<file path="config.mk">
export PLATFORM = sky130hd
export DESIGN_NAME = core_decode
export DESIGN_NICKNAME = d
export VERILOG_FILES = /design/src/rtl/core_pkg.sv /design/src/rtl/core_decode.sv
export VERILOG_INCLUDE_DIRS = /design/src /design/src/rtl
export SDC_FILE = /design/constraint.sdc
export NUM_CORES = 1
export LEC_CHECK = 0
export BUFFER_PORTS_ARGS = -buffer_cell sky130_fd_sc_hd__buf_2
export CAP_MARGIN = 20
export CORE_MARGIN = 10
export CORE_UTILIZATION = 40
export DETAILED_ROUTE_END_ITERATION = 10
export PLACE_DENSITY = 0.73
export SLEW_MARGIN = 30
export SYNTH_ARGS = -nofsm -noshare
export SYNTH_HDL_FRONTEND = slang
export SYNTH_SLANG_ARGS = --single-unit
</file>
<file path="constraint.sdc">
create_clock -name clk -period 2.4 [get_ports clk]
set_clock_uncertainty 0.1 [all_clocks]
set_input_delay 0.24 -clock clk [delete_from_list [all_inputs] [get_ports clk]]
set_output_delay 0.24 -clock clk [all_outputs]
set_load 0.005 [all_outputs]
</file>
<file path="src/rtl/core_macros.svh">
`ifndef CORE_MACROS_SVH
`define CORE_MACROS_SVH

// architectural sizes
`define CORE_XLEN 64
`define CORE_NREG 32

// major opcodes, inst[6:0]
`define CORE_OPC_LUI      7'b0110111
`define CORE_OPC_OP_IMM   7'b0010011
`define CORE_OPC_OP       7'b0110011
`define CORE_OPC_OP_IMM32 7'b0011011
`define CORE_OPC_OP32     7'b0111011

// funct3 of the OP and OP-IMM groups
`define CORE_F3_ADD  3'b000
`define CORE_F3_SLL  3'b001
`define CORE_F3_SLT  3'b010
`define CORE_F3_SLTU 3'b011
`define CORE_F3_XOR  3'b100
`define CORE_F3_SR   3'b101
`define CORE_F3_OR   3'b110
`define CORE_F3_AND  3'b111

// alu operation codes
`define CORE_ALU_ADD  4'd0
`define CORE_ALU_SUB  4'd1
`define CORE_ALU_SLL  4'd2
`define CORE_ALU_SLT  4'd3
`define CORE_ALU_SLTU 4'd4
`define CORE_ALU_XOR  4'd5
`define CORE_ALU_SRL  4'd6
`define CORE_ALU_SRA  4'd7
`define CORE_ALU_OR   4'd8
`define CORE_ALU_AND  4'd9
// pass operand 2 through, used by lui
`define CORE_ALU_PASS 4'd10

`endif
</file>
<file path="src/rtl/core_pkg.sv">
package core_pkg;

    // ************************************************************
    // vector types shared by the pipeline stages
    // ************************************************************

    // one integer register, also one alu operand or result
    typedef logic [63:0] xlen_t;

    // raw 32-bit instruction word
    typedef logic [31:0] inst_t;

    // index into the 32-entry register file
    typedef logic [4:0] reg_idx_t;

    // alu operation, values from the CORE_ALU_* macros
    typedef logic [3:0] alu_op_t;

endpackage

</file>
<file path="src/rtl/core_decode.sv">
`timescale 1ns/1ps

`include "core_macros.svh"

module core_decode import core_pkg::*; (
    input  logic     clk,
    input  logic     rst_n,
    input  logic     inst_valid_i,
    input  inst_t    inst_i,
    input  xlen_t    rs1_data_i,
    input  xlen_t    rs2_data_i,
    input  logic     fwd_we_i,
    input  reg_idx_t fwd_rd_i,
    input  xlen_t    fwd_data_i,
    output reg_idx_t rs1_idx_o,
    output reg_idx_t rs2_idx_o,
    output logic     ex_valid_o,
    output inst_t    ex_inst_o,
    output alu_op_t  ex_alu_op_o,
    output logic     ex_word_o,
    output xlen_t    ex_op1_o,
    output xlen_t    ex_op2_o,
    output reg_idx_t ex_rd_o,
    output logic     ex_we_o,
    output logic     ex_illegal_o
);

    logic [6:0] opcode;
    logic [2:0] funct3;
    logic [6:0] funct7;
    reg_idx_t   rd;
    xlen_t      imm_i;
    xlen_t      imm_u;
    xlen_t      imm_sh;
    xlen_t      imm;
    logic       use_imm;
    logic       word;
    logic       legal;
    alu_op_t    alu_op;
    xlen_t      rs1_val;
    xlen_t      rs2_val;

    // base operation selected by funct3 alone
    function automatic alu_op_t f3_alu_op(logic [2:0] f3);
        case (f3)
            `CORE_F3_ADD:  return `CORE_ALU_ADD;
            `CORE_F3_SLL:  return `CORE_ALU_SLL;
            `CORE_F3_SLT:  return `CORE_ALU_SLT;
            `CORE_F3_SLTU: return `CORE_ALU_SLTU;
            `CORE_F3_XOR:  return `CORE_ALU_XOR;
            `CORE_F3_SR:   return `CORE_ALU_SRL;
            `CORE_F3_OR:   return `CORE_ALU_OR;
            default:       return `CORE_ALU_AND;
        endcase
    endfunction

    assign opcode    = inst_i[6:0];
    assign funct3    = inst_i[14:12];
    assign funct7    = inst_i[31:25];
    assign rd        = inst_i[11:7];
    assign rs1_idx_o = inst_i[19:15];
    assign rs2_idx_o = inst_i[24:20];

    // immediates
    assign imm_i  = {{(`CORE_XLEN-12){inst_i[31]}}, inst_i[31:20]};
    assign imm_u  = {{(`CORE_XLEN-32){inst_i[31]}}, inst_i[31:12], 12'b0};
    assign imm_sh = {{(`CORE_XLEN-6){1'b0}}, inst_i[25:20]};

    // ************************************************************
    // opcode and funct decode
    // ************************************************************
    always_comb begin
        alu_op  = `CORE_ALU_PASS;
        use_imm = 1'b1;
        imm     = imm_i;
        word    = 1'b0;
        legal   = 1'b1;
        case (opcode)
            `CORE_OPC_LUI: begin
                imm = imm_u;
            end
            `CORE_OPC_OP_IMM: begin
                alu_op = f3_alu_op(funct3);
                if (funct3 == `CORE_F3_SLL) begin
                    imm   = imm_sh;
                    legal = (funct7[6:1] == 6'b000000);
                end else if (funct3 == `CORE_F3_SR) begin
                    imm   = imm_sh;
                    legal = (funct7[6:1] == 6'b000000) || (funct7[6:1] == 6'b010000);
                    if (inst_i[30])
                        alu_op = `CORE_ALU_SRA;
                end
            end
            `CORE_OPC_OP: begin
                use_imm = 1'b0;
                alu_op  = f3_alu_op(funct3);
                if (funct7 == 7'b0100000 && funct3 == `CORE_F3_ADD)
                    alu_op = `CORE_ALU_SUB;
                else if (funct7 == 7'b0100000 && funct3 == `CORE_F3_SR)
                    alu_op = `CORE_ALU_SRA;
                else
                    legal = (funct7 == 7'b0000000);
            end
            // addiw only
            `CORE_OPC_OP_IMM32: begin
                word   = 1'b1;
                alu_op = `CORE_ALU_ADD;
                legal  = (funct3 == `CORE_F3_ADD);
            end
            // addw and subw only
            `CORE_OPC_OP32: begin
                use_imm = 1'b0;
                word    = 1'b1;
                alu_op  = inst_i[30] ? `CORE_ALU_SUB : `CORE_ALU_ADD;
                legal   = (funct3 == `CORE_F3_ADD) &&
                          ((funct7 == 7'b0000000) || (funct7 == 7'b0100000));
            end
            default: begin
                legal = 1'b0;
            end
        endcase
        // illegal encodings pass a zero through the alu
        if (!legal) begin
            alu_op  = `CORE_ALU_PASS;
            use_imm = 1'b1;
            imm     = '0;
            word    = 1'b0;
        end
    end

    // result still in execute wins over the register file
    assign rs1_val = (fwd_we_i && fwd_rd_i == rs1_idx_o) ? fwd_data_i : rs1_data_i;
    assign rs2_val = (fwd_we_i && fwd_rd_i == rs2_idx_o) ? fwd_data_i : rs2_data_i;

    // ************************************************************
    // ID/EX register
    // ************************************************************
    always_ff @(posedge clk) begin
        if (rst_n) begin
            ex_valid_o   <= 1'b0;
            ex_we_o      <= 1'b0;
            ex_illegal_o <= 1'b0;
        end else begin
            ex_valid_o   <= inst_valid_i;
            ex_we_o      <= inst_valid_i && legal && (rd != '0);
            ex_illegal_o <= inst_valid_i && !legal;
        end
    end

    always_ff @(posedge clk) begin
        if (inst_valid_i) begin
            ex_inst_o   <= inst_i;
            ex_alu_op_o <= alu_op;
            ex_word_o   <= word;
            ex_op1_o    <= rs1_val;
            ex_op2_o    <= use_imm ? imm : rs2_val;
            ex_rd_o     <= rd;
        end
    end

endmodule

</file>
; Word-level counts from Yosys, hierarchy flattened
; Cells that the tools add are included.
[op_classes]
muxes = 23
n_eq_ne = 15
n_reduce_logical = 17
bitwise = 0
n_shift = 0
n_addsub = 0
div = 0
magnitude_cmp = 0
multipliers = 0
[op_table]
columns = op, n
row1 = $mux 64, 6
row2 = $pmux 64 s2, 1
row3 = $eq 7x6->1 const B, 4
row4 = $pmux 4 s7, 1
row5 = $mux 4, 5
row6 = $pmux 4 s4, 1
row7 = $eq 7x5->1 const B, 2
row8 = $eq 5x5->1, 2
row9 = $eq 3x3->1 const B, 3
row10 = $logic_and 1x1->1, 8
row11 = $mux 1, 8
row12 = $logic_not 7->1, 1
row13 = $eq 3x2->1 const B, 2
row14 = $eq 6x5->1 const B, 1
row15 = $logic_not 6->1, 1
row16 = $pmux 1 s5, 1
row17 = $reduce_bool 5->1, 1
row18 = $reduce_or 2->1, 2
row19 = $eq 3x1->1 const B, 1
row20 = $logic_not 3->1, 1
row21 = $logic_or 1x1->1, 2
row22 = $logic_not 1->1, 1
[word_totals]
rom_bits = 0
word_cells = 64
inputBits = 233
mem_bits_rw = 0
regBits = 173
out_inout_bits = 183
memories = 0
latch_bits = 0

; Depth between registers and ports, before layout
; Gate-level depths: netlist of the first run.
[depth]
ltp_word = 7
mapped_depth = 8
ltp_nobuf = 5

; Worst setup path after synthesis of the first run
; OpenSTA, ideal clock, no wires.
[synth_path]
kind = in2reg
startpoint = input inst_i[6]
endpoint = register ex_op2_o[15], data pin
setup_slack_ps = 344
cell_stages = 7
setup_time_ps = 261
required_ps = 2039
t_arrival_ps = 1695
n_path_buf = 2
cell_sequence = or3b_1 buf_2 o41a_1 a2bb2oi_1 clkbuf_1 a21oi_1 a211oi_2
[synth_between]
elab_chain_cells = 5
elab_cells_between_ends = 12
cone_classes = 5 x eq/ne / 6 x mux / 1 x reduce/logical
[synth_lines]
columns = element, line_no
row1 = "start, declared", core_decode.sv:9  ; input inst_t inst_i,
row2 = $eq 7x6->1, core_decode.sv:78  ; case (opcode)
row3 = $reduce_or 2->1 (no line), -
row4 = $mux 1, core_decode.sv:78
row5 = $mux 1, core_decode.sv:123  ; if (!legal) begin
row6 = $mux 64 (*), core_decode.sv:156  ; ex_op2_o <= use_imm ? imm : rs2_val;
row7 = "end signal, assigned", core_decode.sv:156
row8 = "end, declared", core_decode.sv:22  ; output xlen_t ex_op2_o,
; Mark *: on every way between the ends. The rest lies on a longest branch, timed or not.
; A chain may end at the register's enable or synchronous reset.

; Final worst setup path of the first run
[layout_path]
startpoint = input inst_i[27]
endpoint = register ex_op2_o[47], data pin
[layout_between]
elab_chain_cells = 7
elab_cells_between_ends = 17
cone_classes = 2 x eq/ne / 8 x mux / 7 x reduce/logical
[layout_lines]
columns = element, line_no
row1 = "$eq 7x6->1, or another cell as far along", "core_decode.sv:97, core_decode.sv:99, core_decode.sv:116"
row2 = $logic_and 1x1->1 (no line) / $logic_or 1x1->1 (equally long branches), -
row3 = "$mux 1, on equally long branches", "core_decode.sv:99, core_decode.sv:87"
row4 = "$mux 1, on equally long branches", "core_decode.sv:97, core_decode.sv:84"
row5 = $pmux 1 s5 (*), core_decode.sv:78
row6 = $mux 64 / $mux 1 (equally long branches), core_decode.sv:123
row7 = $mux 64 (*), core_decode.sv:156
; Marked as above.

==> flow_metrics.tcl, run 1 <==
set metrics [dict create \
    worstSetupEndpoint "ex_op2_o[47]$_DFFE_PP_" \
    seq_area_frac_synth_pct 62.4 \
    post_route_cells_drive_above_1_share_pct 55.9 \
    ys_async_sr_fraction_pct 0 \
    cp-end-kind "flop" \
    worstSetupPathDepth 9 \
    synth.ff_latch_count 168 \
    grt_start_max_net_pins 57 \
    met2_wirelength_um 15900 \
    gr-usage-all-layers_pct 21.9 \
    hold_class "in2reg" \
    numPortBuffers 415 \
    dpl_worst_slack_ns -0.0271 \
    detail_route.drc_violations 0 \
    worst_slack_ns 0.0185 \
    power.sequential.fraction_pct 47.6 \
    finalWorstPathRequiredPeriod_ns 2.38 \
    pin_count 416 \
    grt_setup_unrepaired "false" \
    grt_pass1_wl_um 44500 \
    power.ir.vdd_worst_mv 0.451 \
    drt.antenna.violating_nets 0 \
    critPathArrivalTime_ns 2.52 \
    route.top_layer_used "met4" \
    number_of_antenna_violations_at_the_first_check_in_global_routing 3 \
    clk_pin_slew_ns 0.07 \
    post_drt_wl_per_cell_um 23.0 \
    crit_family "buffers and inverters" \
    power.internal_mw 5.56 \
    worstPathBufferInverterCount 4 \
    floorplan.core_area_um2 19700 \
    place.detailed.hpwl_um 23100 \
    rows 51 \
    criticalPathCategory "in2reg" \
    total_net_switching_power_mw 1.78 \
    design_power_total_mw 7.34 \
    dieWidth_um 162 \
    ys_dominant_reg_cell "edfxtp_1" \
    yosys_warnings 0 \
    synth_edf_count 165 \
    final_net_count 1276 \
    layout-area-overhead-vs-synth_pct 42.4 \
    critPathMaxStageDelay_ns 0.53 \
    h_tree_depth_reported_by_cts 4 \
    tns_ns 0 \
    clkPwrFrac_pct 39.6 \
    route.vias.total 6985 \
    wl_met1_um 11100 \
    cts_buffers 17 \
    hold_violations 0 \
    timing.max_slew.rel_slack_pct 53.2 \
    crit_fanout 43 \
    cts.path.max_buffers 2 \
    drv.max_cap_violation_count 0 \
    layout_commonest_cell "buf_2" \
    power.combinational.fraction_pct 12.8 \
    fin_util_pct 58.3 \
    cts_setup_buffers 0 \
    syn-mean-instance-area_um2 13.1 \
    cts_root_buffer "clkbuf_16" \
    gpl.final_weighted_congestion 0.880 \
    clock_tree_from_tritoncts "done" \
    most-common-layout-cells "414 x buf_2, 165 x edfxtp_1, 89 x a21oi_1" \
    worstMarginPinSlew_ns 0.694 \
    final-max-slew-violation-count 0 \
    power.density_cell_area_nw_per_um2 641 \
    globalRouteOverflowTotal 0 \
    initialDrtViolationCount 598 \
    syn-num-nets 847 \
    effective_utilization_at_floorplan_pct 40.9 \
    finalCritPeriodShare_pct 99.2 \
    detailroute.wirelength.met3_um 3070 \
    switching_share_pct 24.3 \
    synthCells 614 \
    die-height_um 162 \
    tritoncts_num_sinks 168 \
    cp.required_ns 2.54 \
    fp.dieArea_um2 26200 \
    p_leak_nw 4.79 \
    worst_setup_path_startpoint "inst_i[27]" \
    fmaxAchievable_mhz 420 \
    first_global_vias 7188 \
    critPathLaunchType "input port" \
    vias_per_cell 5.28 \
    synth.lib_cells_used.distinct 50 \
    synth.cell_area_um2 8040 \
    final-setup-viol-count 0 \
    slowest_stage "dlygate4sd3_1" \
    detail_route.first_pass.iterations 5 \
    outcome "finished clean" \
    list_of_cells_traversed_by_the_critical_path "dlygate4sd3_1, buf_2, nor3_2, buf_4, nand2_1, or3_1, o2111a_2, buf_12, a211oi_1" \
    drt-total-wl_um 30500 \
]
-- metal layers --
metal / track usage (%) / vias to the layer above
met5: 0 / -
met4: 6.00 / 0
met3: 7.51 / 24
met2: 38.3 / 392
met1: 24.9 / 3355
li1: - / 3214
-- logic make-up (layout without fill, tap and decap cells) --
| group | after synthesis | in the layout | share of synthesized area, % |
|---|---|---|---|
| AOI/OAI and AO/OA | 177 | 177 | 15.2 |
| xor gates and xnor gates | 11 | 11 | 1.20 |
| DFF | 168 | 168 | 62.4 |
| other | 0 | 3 | 0 |
| and+or+nand+nor | 127 | 127 | 7.64 |
| buffers and inverters | 65 | 507 | 4.34 |
| muxes | 66 | 66 | 9.23 |
-- synth_stat cells, types with 3 or more instances --
library cell  number  area share [%]
a21o_1             3            0.28
a21oi_1           89             5.5
xnor2_1            6            0.65
mux2_2            65             9.1
a32oi_1            5            0.54
buf_4             15             1.4
edfxtp_1         165              62
a211oi_2          20             3.1
dfxtp_1            3            0.75
inv_1              4            0.19
xor2_1             5            0.54
buf_2             15            0.93
nor3_1             3            0.19
nand2b_1           3            0.23
clkbuf_1          26             1.2
nor2_1             8            0.37
nand4_1            3            0.23
a211oi_1          29             2.7
o21ba_2            6            0.75
nand2_1           69             3.2
buf_6              4            0.56
o21ai_0           11            0.68
nor2b_1            7            0.54
nand3_1           15            0.93
-- repair_timing --
item	in CTS	in global routing
endpoints found under the hold margin	26	5
hold buffers	25	5
resized for setup	0	17
endpoints found under the setup margin	0	43
-- state kept, by name (all words and copies together) (netlist names) --
register,cells
ex_op2_o,64
ex_inst_o,32
ex_illegal_o,1
ex_valid_o,1
ex_alu_op_o,4
ex_word_o,1
ex_we_o,1
ex_op1_o,64
-- how the worst min path moves through the flow --
stage | start | to | cells past startpoint
4_1_cts | rs1_data_i[58] | ex_op1_o[58]$_DFFE_PP_ | 2
6_report | rs1_data_i[58] | ex_op1_o[58]$_DFFE_PP_ | 2
5_1_grt | rs1_data_i[40] | ex_op1_o[40]$_DFFE_PP_ | 2
2_1_floorplan | rst_n | ex_valid_o$_SDFF_PP0_ | 1
3_3_place_gp | rst_n | ex_valid_o$_SDFF_PP0_ | 2
3_5_place_dp | rst_n | ex_valid_o$_SDFF_PP0_ | 2
-- layout make-up --
| type | count | area (um2) |
|---|---|---|
| clock buffers | 18 | 429 |
| inverters | 4 | 15.0 |
| fillers | 1691 | 8200 |
| multi-input cells | 381 | 2780 |
| repair buffers | 471 | 2690 |
| clock inverters | 14 | 191 |
| flip-flops and latches | 168 | 5010 |
| well taps | 265 | 332 |
| diodes | 3 | 7.51 |
-- per-stage QoR --
step	instances	area [um2]	hold slack, ns
2_1_floorplan	614	8040	0.227
3_3_place_gp	1259	10400	0.323
3_5_place_dp	1259	10400	0.335
4_1_cts	1316	11300	0.000309
5_1_grt	1323	11400	0.00360
6_report	1324	11500	0.0179
-- power by group through the flow --
stage / clock (mW) / combinational [mW] / sequential [mW]
2_1_floorplan: 0 / 0.251 / 3.59
3_3_place_gp: 0 / 0.889 / 3.55
6_report: 2.90 / 0.942 / 3.49
4_1_cts: 2.95 / 0.936 / 3.49
5_1_grt: 3.07 / 1.03 / 3.51
3_5_place_dp: 0 / 0.900 / 3.56
Power figures use the tool's default switching activity.
==> inputs of run 2 (changes only) <==
--- a/config.mk
+++ b/config.mk
@@ -10,6 +10,7 @@
 export CAP_MARGIN = 20
 export CORE_MARGIN = 10
 export CORE_UTILIZATION = 40
+export CTS_BUF_LIST = sky130_fd_sc_hd__clkbuf_2
 export DETAILED_ROUTE_END_ITERATION = 10
 export PLACE_DENSITY = 0.73
 export SLEW_MARGIN = 30
==> flow_metrics.tcl, run 2 <==
set metrics [dict create \
    postCtsResizedCells 0 \
    die-height_um 162 \
    effective_utilization_at_floorplan_pct 40.9 \
    dpl_worst_slack_ns -0.0271 \
    syn-num-nets 847 \
    outcome "aborted with a tool error" \
    yosysTopAreaCell "edfxtp_1" \
    numPortBuffers 415 \
    dieWidth_um 162 \
    ys_dominant_reg_cell "edfxtp_1" \
    post-synth-top-count-cell "edfxtp_1" \
    synthCells 614 \
    synth_edf_count 165 \
    syn-mean-instance-area_um2 13.1 \
    error_message "[ERROR RSZ-0060] Max buffer count reached." \
    cts.path.max_buffers 2 \
    cts_buffers 17 \
    synthTopCellsByArea "edfxtp_1 62%, mux2_2 9.1%, a21oi_1 5.5%" \
    cts_root_buffer "clkbuf_2" \
    yosys_warnings 0 \
    place.detailed.hpwl_um 23100 \
    synth.lib_cells_used.distinct 50 \
    cts-hold-fix-buffers 259 \
    ys_async_sr_fraction_pct 0 \
    tritoncts_num_sinks 168 \
    gpl.final_weighted_congestion 0.880 \
    yosysTopAreaCellShare_pct 61.6 \
    synth.cell_area_um2 8040 \
    lastStage "4_1_cts" \
    rows 51 \
    synth.ff_latch_count 168 \
    cts_setup_buffers 0 \
    h_tree_depth_reported_by_cts 4 \
    synth_common_cells "165 x edfxtp_1, 89 x a21oi_1, 69 x nand2_1" \
    seq_area_frac_synth_pct 62.4 \
    pin_count 416 \
]
-- run 2: through the flow --
| stage | cells | cell area (um2) | hold slack [ns] |
|---|---|---|---|
| detailed placement | 1259 | 10400 | 0.335 |
| global placement | 1259 | 10400 | 0.323 |
| floorplan | 614 | 8040 | 0.227 |
-- run 2: cells by family after synthesis --
logic type / Yosys count / share of synthesized area, %
AO/OA/AOI/OAI: 177 / 15.2
flip-flops: 168 / 62.4
AND/OR/NAND/NOR: 127 / 7.64
multiplexers: 66 / 9.23
buffers and inverters: 65 / 4.34
XOR/XNOR: 11 / 1.20
==> inputs of run 3 (changes only) <==
--- a/config.mk
+++ b/config.mk
@@ -9,10 +9,9 @@
 export BUFFER_PORTS_ARGS = -buffer_cell sky130_fd_sc_hd__buf_2
 export CAP_MARGIN = 20
 export CORE_MARGIN = 10
-export CORE_UTILIZATION = 40
-export CTS_BUF_LIST = sky130_fd_sc_hd__clkbuf_2
+export CORE_UTILIZATION = 25
 export DETAILED_ROUTE_END_ITERATION = 10
-export PLACE_DENSITY = 0.73
+export PLACE_DENSITY_LB_ADDON = 0.15
 export SLEW_MARGIN = 30
 export SYNTH_ARGS = -nofsm -noshare
 export SYNTH_HDL_FRONTEND = slang
==> flow_metrics.tcl, run 3 (synthesized netlist as in run 1, its figures left out) <==
set metrics [dict create \
    outcome "finished clean" \
    die-height_um 199 \
    crit_fanout 49 \
    detail_route.first_pass.iterations 5 \
    effective_utilization_at_floorplan_pct 25.4 \
    largestRegisters "ex_op1_o (64), ex_op2_o (64), ex_inst_o (32)" \
    fmaxAchievable_mhz 428 \
    fillCellCount 3081 \
    worstMarginPinSlew_ns 0.520 \
    drt-total-wl_um 34600 \
    layout-area-overhead-vs-synth_pct 56.3 \
    power.ir.vdd_worst_mv 0.450 \
    cts_buffers 17 \
    grt_pass1_wl_um 50000 \
    list_of_cells_traversed_by_the_critical_path "dlygate4sd3_1, buf_2, or3b_4, nand2b_4, or3_1, o2111a_2, buf_12, a211oi_1" \
    pin_count 416 \
    rows 65 \
    total_net_switching_power_mw 1.85 \
    power.density_cell_area_nw_per_um2 578 \
    clkPwrFrac_pct 37.0 \
    worstPathBufferInverterCount 3 \
    criticalPathCategory "in2reg" \
    floorplan.core_area_um2 31600 \
    critPathLaunchType "input port" \
    hold_class "in2reg" \
    fp.dieArea_um2 39700 \
    worst_slack_ns 0.0608 \
    slowest_stage "dlygate4sd3_1" \
    final_net_count 1382 \
    critPathMaxStageDelay_ns 0.52 \
    post_drt_wl_per_cell_um 22.0 \
    dieWidth_um 199 \
    gr-usage-all-layers_pct 16.9 \
    place.detailed.hpwl_um 25600 \
    p_leak_nw 5.21 \
    design_power_total_mw 7.27 \
    final-max-slew-violation-count 0 \
    most-common-layout-cells "414 x buf_2, 165 x edfxtp_1, 121 x dlygate4sd3_1" \
    area_of_all_sequential_standard_cells_um2 5010 \
    critPathArrivalTime_ns 2.51 \
    tns_ns 0 \
    vias_per_cell 4.61 \
    clk_pin_slew_ns 0.07 \
    post_route_cells_drive_above_1_share_pct 51.1 \
    cp.required_ns 2.57 \
    globalRouteOverflowTotal 0 \
    detailed_place.area_um2 10700 \
    cts.path.max_buffers 2 \
    crit_family "simple AND/OR/NAND/NOR gates" \
    finalCritPeriodShare_pct 97.5 \
    cp-end-kind "flop" \
    final_cell_count_no_fill 1572 \
    detail_route.drc_violations 0 \
    hold-worst-slack_ns 0.0234 \
    switching_share_pct 25.4 \
    finalWorstPathRequiredPeriod_ns 2.34 \
    drt.antenna.violating_nets 0 \
    number_of_antenna_violations_at_the_first_check_in_global_routing 7 \
    first_global_vias 7786 \
    layout_commonest_cell "buf_2" \
    timing.max_slew.rel_slack_pct 65.2 \
    power.sequential.fraction_pct 48.0 \
    final_cell_area_um2 12600 \
    tritoncts_num_sinks 168 \
    multiInputGateArea_um2 2740 \
    fin_util_pct 39.7 \
    cts_root_buffer "clkbuf_16" \
    grt_start_max_net_pins 50 \
    power.combinational.fraction_pct 15.0 \
    route.vias.total 7244 \
    h_tree_depth_reported_by_cts 4 \
    gpl.final_weighted_congestion 0.797 \
    placedCellCount 1409 \
    initialDrtViolationCount 297 \
    clock_tree_from_tritoncts "done" \
    hold_violations 0 \
    drv.max_cap_violation_count 0 \
    final-setup-viol-count 0 \
    numPortBuffers 415 \
    dpl_worst_slack_ns 0.0576 \
    power.internal_mw 5.42 \
]
==> run 3: worst paths after layout <==
check	depth (start not counted)	from	slack [ns]	endpoint
max	8	inst_i[4]	0.06	ex_op2_o[36]$_DFFE_PP_
min	2	fwd_data_i[36]	0.02	ex_op1_o[36]$_DFFE_PP_
==> run 3: final cells by class <==
class / count / area share, %
clock buffer: 17 / 3.38
multi-input combinational: 381 / 21.8
timing repair buffer: 577 / 29.6
inverter: 4 / 0.119
antenna: 8 / 0.159
sequential: 168 / 39.9
clock inverter: 15 / 1.00
tap: 402 / 4.00
==> run 3: repair_timing <==
action | CTS | global route
setup buffers | 0 | 2
setup endpoints to repair | 0 | 51
hold endpoints to repair | 92 | 0
resized for setup | 0 | 5
hold buffers | 121 | 0
==> run 3: routing by layer <==
layer | vias up | track usage (%) | share of wire, %
li1 | 3428 | - | -
met1 | 3493 | 19.3 | 40
met2 | 286 | 28.9 | 50
met3 | 35 | 5.11 | 8.0
met4 | 2 | 6.48 | 2.1
met5 | - | 0 | 0.032
==> run 3: power groups by stage <==
stage	combinational [mW]	clock [mW]	sequential [mW]
floorplan	0.251	0	3.59
CTS	1.10	2.77	3.49
finish	1.09	2.69	3.49
detailed placement	0.942	0	3.55
global placement	0.948	0	3.55
global route	1.19	2.90	3.51
